`config.mk`:
```
export PLATFORM = sky130hd
export DESIGN_NAME = cgra_tile_bl
export DESIGN_NICKNAME = d
export VERILOG_FILES = /design/src/hw/cgra_pkg.sv /design/src/hw/cgra_cfg_apb.sv /design/src/hw/cgra_pe.sv /design/src/hw/cgra_tile_bl.sv /design/src/hw/switch_box_bottom_left.sv
export SDC_FILE = /design/constraint.sdc
export NUM_CORES = 1
export LEC_CHECK = 0
export BUFFER_PORTS_ARGS = -buffer_cell sky130_fd_sc_hd__buf_2
export CAP_MARGIN = 20
export CORE_MARGIN = 2
export CORE_UTILIZATION = 25
export CTS_BUF_LIST = sky130_fd_sc_hd__clkbuf_8
export DETAILED_ROUTE_END_ITERATION = 6
export HOLD_SLACK_MARGIN = 0.05
export PLACE_DENSITY = 0.41
export SLEW_MARGIN = 20
export SYNTH_ARGS = -nofsm -noshare
export SYNTH_HDL_FRONTEND = slang
export SYNTH_HIERARCHICAL = 1
export SYNTH_SLANG_ARGS = --single-unit
```
`constraint.sdc`:
```
create_clock -name clk -period 2.7 [get_ports clk]
set_input_delay 0.54 -clock clk [delete_from_list [all_inputs] [get_ports clk]]
set_output_delay 0.54 -clock clk [all_outputs]
set_load 0.01 [all_outputs]
```
`src/hw/cgra_pkg.sv`:
```
package cgra_pkg;

	// config word and track widths
	localparam int CFG_W      = 32;
	localparam int NUM_TRACKS = 4;

	// apb address map
	localparam int APB_ADDR_W = 4;
	localparam logic [APB_ADDR_W-1:0] ADDR_SB_CFG = 4'h0;
	localparam logic [APB_ADDR_W-1:0] ADDR_PE_CFG = 4'h4;
	localparam logic [APB_ADDR_W-1:0] ADDR_ID     = 4'h8; // read only

	// bottom-left tile variant
	localparam logic [CFG_W-1:0] TILE_ID = 32'hc6a0_0b13;

	// pe word fields
	localparam int PE_SEL_W     = 3;
	localparam int PE_SEL_A_LSB = 0;
	localparam int PE_SEL_B_LSB = 3;
	localparam int PE_LUT_LSB   = 6;
	localparam int PE_LUT_W     = 4;
	localparam int PE_REG_BIT   = 10;

	// sb word fields, two bits per output
	localparam int SB_FIELD_W    = 2;
	localparam int SB_NORTH_LSB  = 0;
	localparam int SB_WEST_LSB   = 24;

	// sb field codes
	localparam logic [SB_FIELD_W-1:0] SB_N_FROM_WEST = 2'd2;
	localparam logic [SB_FIELD_W-1:0] SB_W_FROM_NORTH = 2'd0;
	localparam logic [SB_FIELD_W-1:0] SB_FROM_PE     = 2'd3;

endpackage

```
`src/hw/cgra_cfg_apb.sv`:
```
module cgra_cfg_apb import cgra_pkg::*; (
	input  logic                  clk,
	input  logic                  reset,
	input  logic                  psel_i,
	input  logic                  penable_i,
	input  logic                  pwrite_i,
	input  logic [APB_ADDR_W-1:0] paddr_i,
	input  logic [CFG_W-1:0]      pwdata_i,
	input  logic [CFG_W-1:0]      sb_cfg_q_i,
	input  logic [CFG_W-1:0]      pe_cfg_q_i,
	output logic [CFG_W-1:0]      prdata_o,
	output logic                  pready_o,
	output logic                  pslverr_o,
	output logic [CFG_W-1:0]      cfg_data_o,
	output logic                  sb_cfg_en_o,
	output logic                  pe_cfg_en_o
);

	logic access;
	logic hit_sb;
	logic hit_pe;
	logic hit_id;
	logic addr_err;
	logic psel_q;

	assign access = psel_i & penable_i;

	assign hit_sb = (paddr_i == ADDR_SB_CFG);
	assign hit_pe = (paddr_i == ADDR_PE_CFG);
	assign hit_id = (paddr_i == ADDR_ID);

	// id is read only, anything else unmapped
	assign addr_err = !(hit_sb || hit_pe || hit_id) || (pwrite_i && hit_id);

	// strobes fire on the access cycle, so the word lands at the edge ending it
	assign sb_cfg_en_o = access & pwrite_i & hit_sb;
	assign pe_cfg_en_o = access & pwrite_i & hit_pe;
	assign cfg_data_o  = pwdata_i;

	assign pready_o  = 1'b1; // no wait states
	assign pslverr_o = access & addr_err;

	always_comb begin
		prdata_o = '0;
		if (access && !pwrite_i) begin
			if (hit_sb)
				prdata_o = sb_cfg_q_i;
			else if (hit_pe)
				prdata_o = pe_cfg_q_i;
			else if (hit_id)
				prdata_o = TILE_ID;
		end
	end

	// remembers psel for the protocol check
	always_ff @(posedge clk) begin
		if (reset)
			psel_q <= 1'b0;
		else
			psel_q <= psel_i;
	end

	// access phase must follow a cycle with psel high
	a_penable_after_psel: assert property (
		@(posedge clk) disable iff (reset)
		penable_i |-> psel_q
	) else $error("penable without preceding psel");

endmodule

```
`src/hw/cgra_pe.sv`:
```
module cgra_pe import cgra_pkg::*; (
	input  logic                  clk,
	input  logic                  reset,
	input  logic [NUM_TRACKS-1:0] north_in_i,
	input  logic [NUM_TRACKS-1:0] west_in_i,
	input  logic [CFG_W-1:0]      cfg_data_i,
	input  logic                  cfg_en_i,
	output logic                  pe_out_o,
	output logic [CFG_W-1:0]      cfg_q_o
);

	logic [CFG_W-1:0]        cfg_word;
	logic [2*NUM_TRACKS-1:0] tile_in;
	logic [PE_SEL_W-1:0]     sel_a;
	logic [PE_SEL_W-1:0]     sel_b;
	logic [PE_LUT_W-1:0]     lut;
	logic                    reg_mode;
	logic                    in_a;
	logic                    in_b;
	logic                    lut_res;
	logic                    res_q;

	always_ff @(posedge clk) begin
		if (reset)
			cfg_word <= '0;
		else if (cfg_en_i)
			cfg_word <= cfg_data_i;
	end

	assign cfg_q_o = cfg_word;

	assign sel_a    = cfg_word[PE_SEL_A_LSB +: PE_SEL_W];
	assign sel_b    = cfg_word[PE_SEL_B_LSB +: PE_SEL_W];
	assign lut      = cfg_word[PE_LUT_LSB +: PE_LUT_W];
	assign reg_mode = cfg_word[PE_REG_BIT];

	// selects 0-3 north, 4-7 west
	assign tile_in = {west_in_i, north_in_i};
	assign in_a    = tile_in[sel_a];
	assign in_b    = tile_in[sel_b];

	assign lut_res = lut[{in_b, in_a}]; // index 2b+a

	// flop runs every cycle, mode only picks the tap
	always_ff @(posedge clk) begin
		if (reset)
			res_q <= 1'b0;
		else
			res_q <= lut_res;
	end

	assign pe_out_o = reg_mode ? res_q : lut_res;

	// select bit 2 picks the west side
	a_reg_mode_delay: assert property (
		@(posedge clk) disable iff (reset)
		reg_mode && !$past(reset) |-> pe_out_o == $past(lut[{
			sel_b[2] ? west_in_i[sel_b[1:0]] : north_in_i[sel_b[1:0]],
			sel_a[2] ? west_in_i[sel_a[1:0]] : north_in_i[sel_a[1:0]]}])
	) else $error("registered pe output does not match last lookup");

endmodule

```
`src/hw/cgra_tile_bl.sv`:
```
module cgra_tile_bl import cgra_pkg::*; (
	input  logic                  clk,
	input  logic                  reset,
	input  logic                  psel_i,
	input  logic                  penable_i,
	input  logic                  pwrite_i,
	input  logic [APB_ADDR_W-1:0] paddr_i,
	input  logic [CFG_W-1:0]      pwdata_i,
	output logic [CFG_W-1:0]      prdata_o,
	output logic                  pready_o,
	output logic                  pslverr_o,
	input  logic [NUM_TRACKS-1:0] north_in_i,
	input  logic [NUM_TRACKS-1:0] west_in_i,
	output logic [NUM_TRACKS-1:0] north_out_o,
	output logic [NUM_TRACKS-1:0] west_out_o
);

	logic [CFG_W-1:0] cfg_data;
	logic [CFG_W-1:0] sb_cfg_q;
	logic [CFG_W-1:0] pe_cfg_q;
	logic             sb_cfg_en;
	logic             pe_cfg_en;
	logic             pe_out;

	cgra_cfg_apb u_cfg (
		.clk         (clk),
		.reset       (reset),
		.psel_i      (psel_i),
		.penable_i   (penable_i),
		.pwrite_i    (pwrite_i),
		.paddr_i     (paddr_i),
		.pwdata_i    (pwdata_i),
		.sb_cfg_q_i  (sb_cfg_q),
		.pe_cfg_q_i  (pe_cfg_q),
		.prdata_o    (prdata_o),
		.pready_o    (pready_o),
		.pslverr_o   (pslverr_o),
		.cfg_data_o  (cfg_data),
		.sb_cfg_en_o (sb_cfg_en),
		.pe_cfg_en_o (pe_cfg_en)
	);

	switch_box_bottom_left u_sb (
		.clk         (clk),
		.reset       (reset),
		.north_in_i  (north_in_i),
		.west_in_i   (west_in_i),
		.pe_out_i    (pe_out),
		.cfg_data_i  (cfg_data),
		.cfg_en_i    (sb_cfg_en),
		.north_out_o (north_out_o),
		.west_out_o  (west_out_o),
		.cfg_q_o     (sb_cfg_q)
	);

	// pe taps the raw track inputs, no connection box
	cgra_pe u_pe (
		.clk        (clk),
		.reset      (reset),
		.north_in_i (north_in_i),
		.west_in_i  (west_in_i),
		.cfg_data_i (cfg_data),
		.cfg_en_i   (pe_cfg_en),
		.pe_out_o   (pe_out),
		.cfg_q_o    (pe_cfg_q)
	);

endmodule

```
`src/hw/switch_box_bottom_left.sv`:
```
module switch_box_bottom_left import cgra_pkg::*; (
	input  logic                  clk,
	input  logic                  reset,
	input  logic [NUM_TRACKS-1:0] north_in_i,
	input  logic [NUM_TRACKS-1:0] west_in_i,
	input  logic                  pe_out_i,
	input  logic [CFG_W-1:0]      cfg_data_i,
	input  logic                  cfg_en_i,
	output logic [NUM_TRACKS-1:0] north_out_o,
	output logic [NUM_TRACKS-1:0] west_out_o,
	output logic [CFG_W-1:0]      cfg_q_o
);

	logic [CFG_W-1:0] cfg_word;

	// whole word kept, bits 23:8 only for readback
	always_ff @(posedge clk) begin
		if (reset)
			cfg_word <= '0;
		else if (cfg_en_i)
			cfg_word <= cfg_data_i;
	end

	assign cfg_q_o = cfg_word;

	// north side outputs
	for (genvar k = 0; k < NUM_TRACKS; k++) begin : g_north
		logic [SB_FIELD_W-1:0] sel;

		assign sel = cfg_word[SB_NORTH_LSB + SB_FIELD_W*k +: SB_FIELD_W];

		always_comb begin
			case (sel)
				SB_N_FROM_WEST: north_out_o[k] = west_in_i[(k+2) % NUM_TRACKS];
				SB_FROM_PE:     north_out_o[k] = pe_out_i;
				default:        north_out_o[k] = 1'b0;
			endcase
		end
	end

	// west side outputs, code 0 passes north through
	for (genvar k = 0; k < NUM_TRACKS; k++) begin : g_west
		logic [SB_FIELD_W-1:0] sel;

		assign sel = cfg_word[SB_WEST_LSB + SB_FIELD_W*k +: SB_FIELD_W];

		always_comb begin
			case (sel)
				SB_W_FROM_NORTH: west_out_o[k] = north_in_i[(k+3) % NUM_TRACKS];
				SB_FROM_PE:      west_out_o[k] = pe_out_i;
				default:         west_out_o[k] = 1'b0;
			endcase
		end
	end

	a_cfg_known: assert property (
		@(posedge clk) disable iff (reset)
		!$isunknown(cfg_word)
	) else $error("switch box config word unknown");

endmodule
```
==> results.yml <==
status:
  outcome: "finished, violations left"
  violations: "setup timing"
detailed_routing:
  drt_iter0_drc: 134
  wire_per_inst_um: 16.3
  via_count: 2841
  drtAntennaViolNets: 0
  first_pass_iters: 4
  drc: 0
  drt_wl_total_mm: 10.4
  via_per_inst: 4.44
critical_path:
  worstRegToRegCells: 5
  slowest_stage: "mux4_2"
  critical_path_class: "reg -> out"
  cp.depth: 8
  worstPathMaxFanout: 8
  crit_buf_inv: 1
  start_kind: "flip-flop"
  worstPathArrival_ns: 2.46
  critPathRequiredTime_ns: 2.16
  path_cells: "mux2i_2, mux4_2, mux2i_1, mux2i_1, mux2_4, mux2i_2, nor2b_1, buf_2"
  critical-path-top-delay-family: "multiplexers"
  cp_slowest_stage_delay_ns: 0.52
  end_kind: "output port"
logic_synthesis:
  syn_avg_cell_area_um2: 9.76
  ys_warn_count: 6
  synth_edf_count: 0
  synthArstFlopShare_pct: 0
  synth_top_area_share_pct: 34.1
  synth_area_leaders: "dfxtp_1 34%, mux2i_1 25%, nor2_1 6.8%"
  synthCells: 391
  yosysMostFrequentCell: "mux2i_1"
  seq_area_frac_synth_pct: 34.1
  yosys_most_used_dff: "dfxtp_1"
  ys_ff_latch: 65
  yosys.area.top_type: "dfxtp_1"
  ys_types: 29
  syn-num-nets: 448
  syn-cell-area_um2: 3810
  synth_common_cells: "96 x mux2i_1, 69 x nor2_1, 65 x dfxtp_1"
clock_network:
  root_buffer: "clkbuf_8"
  max-clock-path-buffers: 2
  clk-insertion-delay-late_ns: 0.35
  numClockSinks: 65
  cts_buffers: 9
  cts_tree: "done"
  clk_pin_slew_ns: 0.07
  htreeDepth: 3
floorplan:
  dieWidth_um: 128
  pin_count: 91
  die-area_um2: 16300
  die_y_um: 128
  core_area_um2: 15000
  row_count: 45
  initial_core_util_pct: 25.4
grt:
  grt_antenna_before_repair: 0
  gr-usage-all-layers_pct: 13.2
  grt_pass1_wl_mm: 16.5
  grt_pass1_vias: 2915
  grt_max_degree: 31
  grt.overflow.total: 0
timing:
  skew_ns: 0.00785
  worst_pin_slew_ns: 0.640
  rsz0062_at_grt: "yes"
  slew_violations: 0
  period_minus_slack_ns: 3.00
  fin_crit_sh_pct: 111
  fmax_ghz: 0.333
  relSlewSlack_pct: 57.3
  setup_violations: 8
  fin_ws_ns: -0.305
  hold_ws_ns: 0.441
  hold_viol: 0
min_path:
  hold_path.class: "in -> reg"
  hold_path_depth: 3
power:
  p_int_mw: 1.54
  seqPwrFrac_pct: 47.6
  power.switching_uw: 488
  peakVddDrop_v: 0.000245
  switching_share_pct: 24.1
  clkPwrFrac_pct: 43.0
  pwr-share-comb_pct: 9.5
  powerDensity_nw_per_um2: 453
  cellLeakagePower_nw: 1.71
cells_and_area:
  fin_util_pct: 29.7
  seq_area_um2: 1310
  area_delta_synth_final_pct: 17.1
  fillers: 1587
  drive_gt1_share_pct: 35.4
  multi_input_area_um2: 2060
  nets: 504
  antennaDiodeCount: 0
placement:
  portBuffers: 89
  place.gp.congestion: 0.678
  pre_cts_slack_ns: -0.282
  dpl.hpwl_mm: 7.44
job:
  cap_violations: 0
[worst register-to-register path, delay by kind of cell, from the launching register on]
kind	cells	cell delay, ns
mux	3	1.08
flops	1	0.38
buf+inv	1	0.13
simple gates	1	0.11
[placed cells by master, fill, tap and decap left out, drive strengths merged]
cell and instances:
mux2i 96, bufinv 1, clkinv 1, conb 1, mux4 3, buf 109
nor3 20, a21oi 1, or2 1, a22oi 4, nor4 2, clkbuf 12
nor2b 5, ha 8, a211oi 12, nand2 2, mux2 1, or3b 2
inv 11, o21ai 1, o21bai 12, nand3b 13, dfxtp 65, nor2 69
[power by group through the flow]
stage          clock, mW  combinational (mW)  sequential [mW]
2_1_floorplan          0               0.139            0.986
3_3_place_gp           0               0.189            0.987
3_5_place_dp           0               0.191            0.987
4_1_cts            0.900               0.194            0.963
5_1_grt            0.950               0.211            0.963
6_report           0.870               0.191            0.963
[what timing repair did]
action	4_1_cts	5_1_grt
buffers inserted	0	1
pin swaps	2	0
endpoints found under the setup margin	8	8
resized for setup	10	3
hold buffers	0	0
[area by class of cell]
class | instances | share of cell area [%]
clock inverter | 4 | 0.953
clock buffer | 12 | 3.70
inverter | 9 | 0.757
multi-input combinational | 253 | 46.1
tap | 188 | 5.27
timing repair buffer | 109 | 13.9
sequential | 65 | 29.3
[final timing paths]
check | end | slack (ns) | from
setup / recovery | north_out_o[3] | -0.30 | u_pe/cfg_q_o[3]
hold / removal | u_pe/cfg_q_o[25] | 0.44 | pwdata_i[25]
setup reg to reg | u_pe/res_q | 0.93 | u_pe/cfg_q_o[0]
hold reg to reg | u_pe/cfg_q_o[25] | 0.50 | u_pe/cfg_q_o[25]
[flip-flops by register name, summed over array words and instances, names as in the netlist]
name,flops
u_pe/cfg_q_o,32
u_pe/res_q,1
u_sb/cfg_q_o,32
[routing by layer]
layer / vias to the layer above / wire [µm] / global-route usage (%)
met5: - / 0 / 0
met1: 1347 / 5180 / 17.7
met2: 60 / 4470 / 20.0
li1: 1424 / - / -
met3: 10 / 605 / 3.81
met4: 0 / 151 / 5.11
[per-stage QoR]
| step | instances | instance area [µm²] | power [mW] | TNS [ns] |
|---|---|---|---|---|
| after detailed placement | 624 | 4220 | 1.18 | -2.08 |
| final | 640 | 4470 | 2.02 | -2.24 |
| after CTS | 639 | 4440 | 2.06 | -2.55 |
| after floorplan | 391 | 3810 | 1.13 | 0 |
| after global routing | 640 | 4470 | 2.12 | -3.27 |
| after global placement | 624 | 4220 | 1.18 | -1.91 |
[cell families (layout without fill, tap and decap cells)]
| family | Yosys count | after routing | synth area share, % |
|---|---|---|---|
| adder cells (fa/ha/maj) | 8 | 8 | 2.62 |
| other | 1 | 1 | 0.0983 |
| buffers and inverters | 73 | 134 | 13.4 |
| multiplexers | 100 | 100 | 27.4 |
| AO/OA/AOI/OAI | 30 | 30 | 5.77 |
| flip-flops | 65 | 65 | 34.1 |
| AND/OR/NAND/NOR | 114 | 114 | 16.6 |
No activity file was read; power rests on OpenSTA's default activity.
